## src/ooo_exec_pkg.sv

```systemverilog
//****************************************
// shared types and credit limits for the
// out-of-order execute stage
//****************************************
package ooo_exec_pkg;

  // credits held by dispatch, one pool per unit
  localparam int ALU_CREDITS = 2;
  localparam int MUL_CREDITS = 1;
  localparam int DIV_CREDITS = 1;

  // commit buffer slots seen by the writeback arbiter
  localparam int COMMIT_CREDITS = 4;
  localparam int COMMIT_CNT_W   = $clog2(COMMIT_CREDITS + 1);

  // alu result queue sizing
  localparam int ALU_PTR_W = (ALU_CREDITS > 1) ? $clog2(ALU_CREDITS) : 1;
  localparam int ALU_CNT_W = $clog2(ALU_CREDITS + 1);

  typedef logic [31:0] word_t;
  typedef logic [3:0]  tag_t;

  typedef enum logic [1:0] {
    FU_ALU = 2'd0,
    FU_MUL = 2'd1,
    FU_DIV = 2'd2
  } fu_t;

  typedef enum logic [3:0] {
    ADD  = 4'd0,
    SUB  = 4'd1,
    AND  = 4'd2,
    OR   = 4'd3,
    XOR  = 4'd4,
    SLL  = 4'd5,
    SRL  = 4'd6,
    SRA  = 4'd7,
    SLT  = 4'd8,
    SLTU = 4'd9
  } aluop_t;

  // high picks the upper product word, or the remainder for divides
  typedef struct packed {
    logic high;
    logic rs1_signed;
    logic rs2_signed;
    logic spare;
  } md_ctrl_t;

  typedef union packed {
    aluop_t   alu;
    md_ctrl_t md;
  } op_ctrl_u;

  typedef struct packed {
    fu_t      fu;
    op_ctrl_u ctrl;
    tag_t     tag;
    word_t    rs1_data;
    word_t    rs2_data;
  } issue_t;

  typedef struct packed {
    tag_t  tag;
    word_t wdata;
  } result_t;

  typedef struct packed {
    logic alu;
    logic mul;
    logic div;
  } fu_vec_t;

endpackage

```

## src/arith_unit.sv

```systemverilog
//****************************************
// arithmetic unit: single-cycle RV32I alu
// feeding a small result queue
//****************************************
`timescale 1ns/100ps

module arith_unit import ooo_exec_pkg::*; (
  input  logic    CLK,
  input  logic    nRST,
  input  logic    start,
  input  issue_t  op,
  output logic    req,
  output result_t res,
  input  logic    grant
);

  word_t                a;
  word_t                b;
  word_t                alu_out;
  result_t              fifo_mem [ALU_CREDITS];
  logic [ALU_PTR_W-1:0] wr_ptr;
  logic [ALU_PTR_W-1:0] rd_ptr;
  logic [ALU_CNT_W-1:0] count;

  function automatic logic [ALU_PTR_W-1:0] ptr_inc(input logic [ALU_PTR_W-1:0] p);
    return (p == ALU_PTR_W'(ALU_CREDITS - 1)) ? '0 : p + 1'b1;
  endfunction

  assign a = op.rs1_data;
  assign b = op.rs2_data;

  // shift amount from the low five bits only
  always_comb begin
    case (op.ctrl.alu)
      ADD:     alu_out = a + b;
      SUB:     alu_out = a - b;
      AND:     alu_out = a & b;
      OR:      alu_out = a | b;
      XOR:     alu_out = a ^ b;
      SLL:     alu_out = a << b[4:0];
      SRL:     alu_out = a >> b[4:0];
      SRA:     alu_out = word_t'($signed(a) >>> b[4:0]);
      SLT:     alu_out = {31'b0, $signed(a) < $signed(b)};
      SLTU:    alu_out = {31'b0, a < b};
      default: alu_out = '0;
    endcase
  end

  always_ff @(posedge CLK) begin
    if (start) begin
      fifo_mem[wr_ptr] <= '{tag: op.tag, wdata: alu_out};
    end
  end

  always_ff @(posedge CLK, negedge nRST) begin
    if (!nRST) begin
      wr_ptr <= '0;
      rd_ptr <= '0;
      count  <= '0;
    end else begin
      if (start) wr_ptr <= ptr_inc(wr_ptr);
      if (grant) rd_ptr <= ptr_inc(rd_ptr);
      case ({start, grant})
        2'b10:   count <= count + 1'b1;
        2'b01:   count <= count - 1'b1;
        default: count <= count;
      endcase
    end
  end

  assign req = (count != '0);
  assign res = fifo_mem[rd_ptr];

endmodule

```

## src/multiply_unit.sv

```systemverilog
//****************************************
// iterative multiplier, 32x8 per step,
// sign applied on the magnitude product
//****************************************
`timescale 1ns/100ps

module multiply_unit import ooo_exec_pkg::*; (
  input  logic    CLK,
  input  logic    nRST,
  input  logic    start,
  input  issue_t  op,
  output logic    req,
  output result_t res,
  input  logic    grant
);

  localparam int MUL_STEPS = 4;

  md_ctrl_t                     md;
  logic                         a_neg;
  logic                         b_neg;
  word_t                        a_mag;
  word_t                        b_mag;
  logic [63:0]                  cand_in;
  logic [63:0]                  acc_in;
  logic [7:0]                   byte_in;
  logic [63:0]                  product;
  logic                         busy;
  logic                         done;
  logic [$clog2(MUL_STEPS)-1:0] step;
  logic [63:0]                  mcand;
  logic [63:0]                  acc;
  word_t                        mplier;
  logic                         neg;
  logic                         high;
  tag_t                         tag;

  assign md    = op.ctrl.md;
  assign a_neg = md.rs1_signed & op.rs1_data[31];
  assign b_neg = md.rs2_signed & op.rs2_data[31];
  assign a_mag = a_neg ? -op.rs1_data : op.rs1_data;
  assign b_mag = b_neg ? -op.rs2_data : op.rs2_data;

  // start edge already takes the first partial product
  assign cand_in = start ? {32'b0, a_mag} : mcand;
  assign byte_in = start ? b_mag[7:0] : mplier[7:0];
  assign acc_in  = start ? '0 : acc;

  always_ff @(posedge CLK) begin
    if (start || busy) begin
      acc    <= acc_in + cand_in * {56'b0, byte_in};
      mcand  <= cand_in << 8;
      mplier <= (start ? b_mag : mplier) >> 8;
    end
    if (start) begin
      neg  <= a_neg ^ b_neg;
      high <= md.high;
      tag  <= op.tag;
    end
  end

  always_ff @(posedge CLK, negedge nRST) begin
    if (!nRST) begin
      busy <= 1'b0;
      done <= 1'b0;
      step <= '0;
    end else begin
      if (start) begin
        busy <= 1'b1;
        step <= 1;
      end else if (busy) begin
        step <= step + 1'b1;
        if (step == $bits(step)'(MUL_STEPS - 1)) begin
          busy <= 1'b0;
          done <= 1'b1;
        end
      end
      if (grant) done <= 1'b0;
    end
  end

  // result held until the arbiter takes it
  assign product   = neg ? -acc : acc;
  assign req       = done;
  assign res.tag   = tag;
  assign res.wdata = high ? product[63:32] : product[31:0];

endmodule

```

## src/divide_unit.sv

```systemverilog
//****************************************
// iterative restoring divider with the
// RISC-V divide-by-zero and overflow rules
//****************************************
`timescale 1ns/100ps

module divide_unit import ooo_exec_pkg::*; (
  input  logic    CLK,
  input  logic    nRST,
  input  logic    start,
  input  issue_t  op,
  output logic    req,
  output result_t res,
  input  logic    grant
);

  localparam int DIV_STEPS = 32;

  md_ctrl_t                     md;
  logic                         a_neg;
  logic                         b_neg;
  logic                         b_zero;
  word_t                        a_mag;
  word_t                        b_mag;
  word_t                        rem_in;
  word_t                        quo_in;
  word_t                        dvsr_in;
  logic [32:0]                  shifted;
  logic [32:0]                  diff;
  logic                         fits;
  word_t                        rem_next;
  word_t                        rem;
  word_t                        quo;
  word_t                        dvsr;
  word_t                        result;
  logic                         busy;
  logic                         fix;
  logic                         done;
  logic [$clog2(DIV_STEPS)-1:0] step;
  logic                         q_neg;
  logic                         r_neg;
  logic                         high;
  tag_t                         tag;

  assign md     = op.ctrl.md;
  assign a_neg  = md.rs1_signed & op.rs1_data[31];
  assign b_neg  = md.rs2_signed & op.rs2_data[31];
  assign b_zero = (op.rs2_data == '0);
  assign a_mag  = a_neg ? -op.rs1_data : op.rs1_data;
  assign b_mag  = b_neg ? -op.rs2_data : op.rs2_data;

  // first step runs on the start edge straight from the operands
  assign rem_in  = start ? '0 : rem;
  assign quo_in  = start ? a_mag : quo;
  assign dvsr_in = start ? b_mag : dvsr;

  // zero divisor always fits, leaving all ones and the dividend
  assign shifted  = {rem_in, quo_in[31]};
  assign diff     = shifted - {1'b0, dvsr_in};
  assign fits     = (shifted >= {1'b0, dvsr_in});
  assign rem_next = fits ? diff[31:0] : shifted[31:0];

  always_ff @(posedge CLK) begin
    if (start || busy) begin
      rem <= rem_next;
      quo <= {quo_in[30:0], fits};
    end
    if (start) begin
      dvsr  <= b_mag;
      // all-ones quotient of a zero divisor keeps its sign
      q_neg <= (a_neg ^ b_neg) & ~b_zero;
      r_neg <= a_neg;
      high  <= md.high;
      tag   <= op.tag;
    end
    if (fix) begin
      if (high) result <= r_neg ? -rem : rem;
      else      result <= q_neg ? -quo : quo;
    end
  end

  always_ff @(posedge CLK, negedge nRST) begin
    if (!nRST) begin
      busy <= 1'b0;
      fix  <= 1'b0;
      done <= 1'b0;
      step <= '0;
    end else begin
      if (start) begin
        busy <= 1'b1;
        step <= 1;
      end else if (busy) begin
        step <= step + 1'b1;
        if (step == $bits(step)'(DIV_STEPS - 1)) begin
          busy <= 1'b0;
          fix  <= 1'b1;
        end
      end
      if (fix) begin
        fix  <= 1'b0;
        done <= 1'b1;
      end
      if (grant) done <= 1'b0;
    end
  end

  assign req       = done;
  assign res.tag   = tag;
  assign res.wdata = result;

endmodule

```

## src/writeback_arbiter.sv

```systemverilog
//****************************************
// round-robin writeback arbiter gated by
// commit buffer credits
//****************************************
`timescale 1ns/100ps

module writeback_arbiter import ooo_exec_pkg::*; (
  input  logic    CLK,
  input  logic    nRST,
  input  fu_vec_t req,
  input  result_t res_alu,
  input  result_t res_mul,
  input  result_t res_div,
  output fu_vec_t grant,
  output logic    wb_valid,
  output result_t wb,
  output fu_vec_t credit_return,
  input  logic    commit_credit_return
);

  logic [2:0]              req_bits;
  logic [2:0]              gnt_bits;
  logic [1:0]              last_idx;
  logic [1:0]              rr_idx;
  logic [1:0]              win_idx;
  logic [COMMIT_CNT_W-1:0] credit_cnt;
  logic                    granted;
  result_t                 win_res;

  // alu at bit 0, mul bit 1, div bit 2
  assign req_bits = {req.div, req.mul, req.alu};

  // search starts one past the last winner
  always_comb begin
    gnt_bits = '0;
    rr_idx   = last_idx;
    if (credit_cnt != '0) begin
      for (int i = 1; i <= 3; i++) begin
        rr_idx = 2'((int'(last_idx) + i) % 3);
        if (req_bits[rr_idx] && (gnt_bits == '0)) gnt_bits[rr_idx] = 1'b1;
      end
    end
  end

  assign granted = |gnt_bits;
  assign grant   = '{alu: gnt_bits[0], mul: gnt_bits[1], div: gnt_bits[2]};
  assign win_idx = gnt_bits[2] ? 2'd2 : (gnt_bits[1] ? 2'd1 : 2'd0);
  assign win_res = gnt_bits[2] ? res_div : (gnt_bits[1] ? res_mul : res_alu);

  always_ff @(posedge CLK) begin
    if (granted) wb <= win_res;
  end

  always_ff @(posedge CLK, negedge nRST) begin
    if (!nRST) begin
      wb_valid      <= 1'b0;
      credit_return <= '0;
      last_idx      <= 2'd2;
      credit_cnt    <= COMMIT_CNT_W'(COMMIT_CREDITS);
    end else begin
      wb_valid      <= granted;
      credit_return <= grant;
      if (granted) last_idx <= win_idx;
      case ({granted, commit_credit_return})
        2'b10:   credit_cnt <= credit_cnt - 1'b1;
        2'b01:   credit_cnt <= credit_cnt + 1'b1;
        default: credit_cnt <= credit_cnt;
      endcase
    end
  end

endmodule

```

## src/ooo_execute_stage.sv

```systemverilog
//****************************************
// execute stage: alu, multiply and divide
// units sharing one credited writeback bus
//****************************************
`timescale 1ns/100ps

module ooo_execute_stage import ooo_exec_pkg::*; (
  input  logic    CLK,
  input  logic    nRST,
  input  logic    issue_valid,
  input  issue_t  issue,
  output fu_vec_t credit_return,
  output logic    wb_valid,
  output result_t wb,
  input  logic    commit_credit_return
);

  fu_vec_t start;
  fu_vec_t unit_req;
  fu_vec_t unit_grant;
  logic    alu_req;
  logic    mul_req;
  logic    div_req;
  result_t res_alu;
  result_t res_mul;
  result_t res_div;

  // one start pulse per issue, picked by the target unit
  always_comb begin
    start = '0;
    if (issue_valid) begin
      case (issue.fu)
        FU_ALU:  start.alu = 1'b1;
        FU_MUL:  start.mul = 1'b1;
        FU_DIV:  start.div = 1'b1;
        default: start = '0;
      endcase
    end
  end

  arith_unit u_arith (
    .CLK   (CLK),
    .nRST  (nRST),
    .start (start.alu),
    .op    (issue),
    .req   (alu_req),
    .res   (res_alu),
    .grant (unit_grant.alu)
  );

  multiply_unit u_mul (
    .CLK   (CLK),
    .nRST  (nRST),
    .start (start.mul),
    .op    (issue),
    .req   (mul_req),
    .res   (res_mul),
    .grant (unit_grant.mul)
  );

  divide_unit u_div (
    .CLK   (CLK),
    .nRST  (nRST),
    .start (start.div),
    .op    (issue),
    .req   (div_req),
    .res   (res_div),
    .grant (unit_grant.div)
  );

  assign unit_req = '{alu: alu_req, mul: mul_req, div: div_req};

  writeback_arbiter u_wb_arb (
    .CLK                  (CLK),
    .nRST                 (nRST),
    .req                  (unit_req),
    .res_alu              (res_alu),
    .res_mul              (res_mul),
    .res_div              (res_div),
    .grant                (unit_grant),
    .wb_valid             (wb_valid),
    .wb                   (wb),
    .credit_return        (credit_return),
    .commit_credit_return (commit_credit_return)
  );

endmodule

```

## config.mk

```make
export PLATFORM = sky130hd
export DESIGN_NAME = ooo_execute_stage
export DESIGN_NICKNAME = d
export VERILOG_FILES = /design/src/ooo_exec_pkg.sv /design/src/arith_unit.sv /design/src/multiply_unit.sv /design/src/divide_unit.sv /design/src/writeback_arbiter.sv /design/src/ooo_execute_stage.sv
export SDC_FILE = /design/constraint.sdc
export NUM_CORES = 2
export LEC_CHECK = 0
export BUFFER_PORTS_ARGS = -buffer_cell sky130_fd_sc_hd__buf_2
export CORE_MARGIN = 2
export CORE_UTILIZATION = 46
export CTS_CLUSTER_SIZE = 12
export DETAILED_ROUTE_END_ITERATION = 16
export PLACE_DENSITY = 0.63
export SLEW_MARGIN = 20
export SYNTH_ARGS = -nofsm -noshare
export SYNTH_HDL_FRONTEND = slang
export SYNTH_SLANG_ARGS = --single-unit
export TNS_END_PERCENT = 100
```

## constraint.sdc

```tcl
create_clock -name CLK -period 7.2 [get_ports CLK]
set_input_delay 1.44 -clock CLK [delete_from_list [all_inputs] [get_ports CLK]]
set_output_delay 1.44 -clock CLK [all_outputs]
set_load 0.02 [all_outputs]
```

Word level (Yosys, flattened, before mapping)
Memories as Yosys holds them, arrays and structs flattened.
Cells that the tools add are included.
- $add $sub $neg: 20
- multipliers: 1
- divide/modulo/power cells: 3
- $lt $le $gt $ge: 9
- equal/unequal tests: 18
- shift-type cells: 3
- multiplexer cells: 68
- bitwise gates (word level): 10
- reduce and logical (&&, ||, !) cells: 23
- operator list (cell ; number):
    32-bit two-way mux ; 10
    32-bit case mux with 10 select lines ; 1
    64-bit two-way mux ; 3
    32-bit negator ; 4
    32-bit by 3-bit remainder unit with 32-bit output (second input constant) ; 3
    36-bit two-way mux ; 2
    64-bit adder ; 1
    32-bit less-than comparator ; 2
    64-bit by 8-bit multiplier with 64-bit output ; 1
    64-bit negator ; 1
    32-bit subtractor ; 2
    33-bit by 32-bit >= comparator with 1-bit output ; 1
    32-bit adder ; 1
    32-bit bitwise AND ; 1
    32-bit zero test ; 1
    32-bit bitwise OR ; 1
    32-bit by 5-bit left shift with 32-bit output ; 1
    32-bit by 5-bit right shift with 32-bit output ; 1
    32-bit by 5-bit >>> shifter with 32-bit output ; 1
    32-bit bitwise XOR ; 1
    1-bit two-way mux ; 30
    24-bit two-way mux ; 1
    3-bit two-way mux ; 7
    4-bit by 3-bit == test with 1-bit output (second input constant) ; 4
    other kinds (37) ; 74
- flip-flop bits (word level): 346
- memory bits (writable): 72
- output and inout port bits: 40
- word-level logic and storage cells: 189
- memories kept: 1
- memory list (name ; words ; width ; rd ports ; clocked after memory_dff ; wr ports ; RTL line ; source):
    u_arith.fifo_mem ; 2 ; 36 ; 1 ; 0 ; 1 ; arith_unit.sv:20 ; result_t fifo_mem [ALU_CREDITS];

Logic depth before layout (Yosys ltp)
- depth after elaboration: 19
- depth in mapped cells: 32

Cells and area by module
From an unflattened synthesis, not the netlist that was laid out.
- cell total of the unflattened synthesis: 5493
- area, all modules: 48353.9 um2
- modules (own cells, without submodules) (module ; times used ; cells an instance ; area each (um2)):
    multiply_unit ; 1 ; 2763 ; 24608.6
    arith_unit ; 1 ; 1353 ; 11189.5
    divide_unit ; 1 ; 1153 ; 10052.1
    writeback_arbiter ; 1 ; 221 ; 2473.6
    ooo_execute_stage ; 1 ; 3 ; 30.0

Worst setup path before layout
No wires, ideal clock.
- kind: input to register
- start point: input port issue[0] in the netlist's numbering
- end point: register u_mul.acc[58] (data pin)
- library setup time: 0.266 ns
- arrival time: 9.052 ns
- data required time: 6.934 ns
- setup slack: -2.118 ns
- stages: 32
- buffers on the path: 6
- cells stage by stage: clkbuf_1 buf_2 inv_2 buf_2 buf_1 ha_1 nor3b_2 nor2_1 xnor2_1 nor2_1 nor2_1 clkbuf_1 nor2_1 fa_1 fa_1 fa_1 inv_1 fa_1 inv_1 ha_1 clkbuf_1 a21o_1 a21o_1 a21oi_1 a21oi_1 a211o_1 a211o_1 a31oi_1 o211ai_1 a41o_1 a31o_2 xor2_1
- longest elaborated chain between the ends: 5
- ends and longest elaborated chain (what ; RTL line ; source):
    from (decl) ; ooo_execute_stage.sv:11 ; input issue_t issue,
    32-bit negator ; multiply_unit.sv:42 ; assign b_mag = b_neg ? -op.rs2_data : op.rs2_data;
    32-bit two-way mux * ; multiply_unit.sv:42 ;
    8-bit two-way mux * ; multiply_unit.sv:46 ; assign byte_in = start ? b_mag[7:0] : mplier[7:0];
    64-bit by 8-bit multiplier with 64-bit output * ; multiply_unit.sv:51 ; acc <= acc_in + cand_in * {56'b0, byte_in};
    64-bit adder * ; multiply_unit.sv:51 ;
    to (signal assigned) ; multiply_unit.sv:51 ;
    to (decl) ; multiply_unit.sv:32 ; logic [63:0] acc;
Every way passes the cells marked *; elsewhere a longest branch is shown, timed or not.
A chain may end at the register's enable or synchronous reset.

Worst setup path in the final report
- start point: input port issue[36] in the netlist's numbering
- end point: register u_mul.acc[56] (data pin)
- longest elaborated chain between the ends: 5
- ends and longest elaborated chain (what ; RTL line ; source):
    32-bit negator ; multiply_unit.sv:41 ; assign a_mag = a_neg ? -op.rs1_data : op.rs1_data;
    32-bit two-way mux ; multiply_unit.sv:41 ;
    64-bit two-way mux ; multiply_unit.sv:45 ; assign cand_in = start ? {32'b0, a_mag} : mcand;
    via u_mul.cand_in[23] ; multiply_unit.sv:24 ; logic [63:0] cand_in;
    64-bit by 8-bit multiplier with 64-bit output ; multiply_unit.sv:51 ;
    64-bit adder ; multiply_unit.sv:51 ;
The timed path passes the listed nets, and every way through them passes these cells.

==> impl_metrics.toml <==
[clocking]
clkSlewWorstSetupHoldPaths_ns = 0.06
cts_sinks = 418
clk_latency_ns = 0.65
postCtsHoldBufs = 0
cts_tree = "done"
cts.path.max_buffers = 3
cts-htree-levels = 2
cts_made_buffers = 50
cts_root_buffer = "clkbuf_16"

[floorplan]
dieArea_sq_um = 102000
start_util_pct = 46.4
num_rows = 115
core_area_sq_um = 98400
die_h_um = 319
fp.dieW_um = 319
boundaryPins = 118

[place]
place.gp.congestion = 1.04
hpwlAfterDp_um = 135000
numPortBuffers = 117
placed_cell_area_sq_um = 51300
dp_cells = 6827
pre_cts_ws_ns = -1.30

[status]
violations = "setup timing"
status = "complete, but fails checks"

[layout]
nets = 6394
fin_cells = 7018
drive_above_1_share_pct = 20.5
fillers = 8915
flow.area_growth_from_synthesis_pct = 20.6
design_area_sq_um = 55100

[critical_path]
path_class = "in2reg"
arrival_ns = 8.03
cp_slowest_stage_delay_ns = 0.54
cp_max_fo = 6
endpoint_kind = "register"
start_kind = "primary input"
cpMaxStageDelayCell = "fa_1"
ff2ff_path_depth = 23
crit_top_cell = "fa_1"
required_ns = 7.60

[yosys]
synth_top_family_by_area = "adder cells"
synth.cell_area_sq_um = 45700
syn_inst = 5197
synth_adder_area_share_pct = 24.0
async_flop_share_pct = 5.98
synth_cell_types = 90
syn_avg_cell_area_sq_um = 8.80
synth_flop_cell = "edfxtp_1"
synthesis.nets = 5905
synth_xor_area_share_pct = 6.07
synth_compound_area_share_pct = 15.3
synth-seq-cells = 418
synth-simple-area-share_pct = 16.7
muxShareOfSynthArea_pct = 4.21
yosysSeqAreaShare_pct = 26.5
synth-edff-count = 361
synth_warnings = 0

[detailed_routing]
post_drt_wl_per_cell_um = 24.4
remaining_drc_errors = 0
dr.pass1.iters = 6
wirelength_um = 171000
ant_nets = 0
dr.first_iter.drc_count = 4369
dr_total_vias = 41100
avgViaCountPerCell = 5.86

[run]
maxCapViolCount = 0

[sta]
tightest_slew_ns = 1.19
fin_skew_ns = 0.0397
worst_slack_ns = -0.431
hold_ws_ns = 0.453
final_max_slew_viol_count = 0
rsz0062_at_grt = "true"
post-route-period-util_pct = 106
relSlewSlack_pct = 19.9
min_period_ns = 7.63
hold_viol_final = 0
finalSetupViolCount = 25
fmax_mhz = 131

[grt]
antenna_found_initial = 6
overflow = 0
grt_pass1_vias = 40600
grt_max_degree = 125
grt_pass1_wl_um = 256000
track_usage_pct = 33.2

[worst_hold_path]
hold-path-cell-count = 2
min_path_type = "reg2reg"
-- cells in the mapped netlist (all sizes together), types with 40 or more instances --
library cell / count / area, sq um
a21o: 63 / 473
a21oi: 308 / 1550
and2: 63 / 394
and3: 125 / 782
buf: 48 / 200
clkbuf: 243 / 912
edfxtp: 361 / 10800
fa: 414 / 8290
ha: 216 / 2700
inv: 578 / 2170
mux2i: 126 / 1260
nand2: 609 / 2290
nand2b: 40 / 250
nand3: 61 / 305
nor2: 558 / 2100
nor3: 45 / 225
o21a: 68 / 510
o21ai: 340 / 1710
o31ai: 54 / 415
xnor2: 208 / 1820
xor2: 109 / 955
-- per-layer routing --
| metal | GRT usage, % | part of all wire, % |
|---|---|---|
| met1 | 46.1 | 42 |
| met2 | 50.8 | 44 |
| met3 | 5.41 | 8.7 |
| met4 | 15.6 | 5.5 |
| met5 | 0 | 0.033 |
-- sequential cells by signal, indices dropped and copies added, names as in the netlist, 5 cells and up --
register	count
u_wb_arb.wb	36
u_div.rem	32
u_div.result	32
u_div.quo	32
u_mul.acc	64
u_mul.mplier	24
u_arith.fifo_mem	72
u_div.dvsr	32
u_div.step	5
u_mul.mcand	56
-- area by class of cell --
| type | count | area [sq um] | area share, % |
|---|---|---|---|
| clock buffer | 70 | 1430 | 2.60 |
| inverter | 580 | 2200 | 3.99 |
| multi-input combinational | 3908 | 32000 | 58.0 |
| sequential | 418 | 12100 | 22.0 |
| tap | 1287 | 1610 | 2.92 |
| clock inverter | 24 | 280 | 0.508 |
| timing repair buffer | 728 | 5550 | 10.1 |
| antenna | 3 | 7.51 | 0.0136 |
-- what timing repair did --
item | CTS | global route
pin swaps | 77 | 70
setup endpoints to repair | 28 | 34
gates resized for setup | 220 | 130
buffers inserted | 78 | 32
-- kinds of logic after synthesis --
kind of cell / count (synthesis)
AND/OR/NAND/NOR: 1681
AO/OA/AOI/OAI: 1118
buffers and inverters: 871
adder cells (fa/ha/maj): 630
flip-flops: 418
XOR/XNOR: 317
multiplexers: 162
-- final timing paths --
kind                                       from                 to  slack [ns]
worst min-delay path             u_div.dvsr[28]     u_div.dvsr[28]        0.45
min in group asynchronous                  nRST  u_wb_arb.wb_valid        0.78
worst min register to register   u_div.dvsr[28]     u_div.dvsr[28]        0.45
worst max register to register  u_mul.mplier[0]      u_mul.acc[56]        0.55
worst max-delay path                  issue[36]      u_mul.acc[56]       -0.43
max in group asynchronous                  nRST     u_arith.rd_ptr        5.99
-- worst max-delay path, delay by kind of cell --
kind / cells / cell delay [ns]
AO/OA/AOI/OAI: 12 / 2.65
adder cells (fa/ha/maj): 5 / 2.22
AND/OR/NAND/NOR: 5 / 0.85
buffers and inverters: 6 / 0.51
XOR/XNOR: 2 / 0.32
-- metrics by stage --
step | setup TNS [ns] | utilization [%]
global route | -10.90 | 56.0
floorplan | -11.13 | -
detailed placement | -35.44 | 52.1
CTS | -3.34 | 55.4
finish | -5.70 | 56.0
global placement | -31.10 | 52.1
-- placed cells by master, fill, tap and decap left out, drive strengths merged, types with 126 or more instances in the layout --
cell / instances
buf: 728
nand2: 609
inv: 582
nor2: 558
fa: 414
edfxtp: 361
o21ai: 340
a21oi: 308
ha: 216
xnor2: 208
mux2i: 126
Power is not shown: default switching activity piles up to over one toggle a cycle in this logic, so the estimate is an artifact.
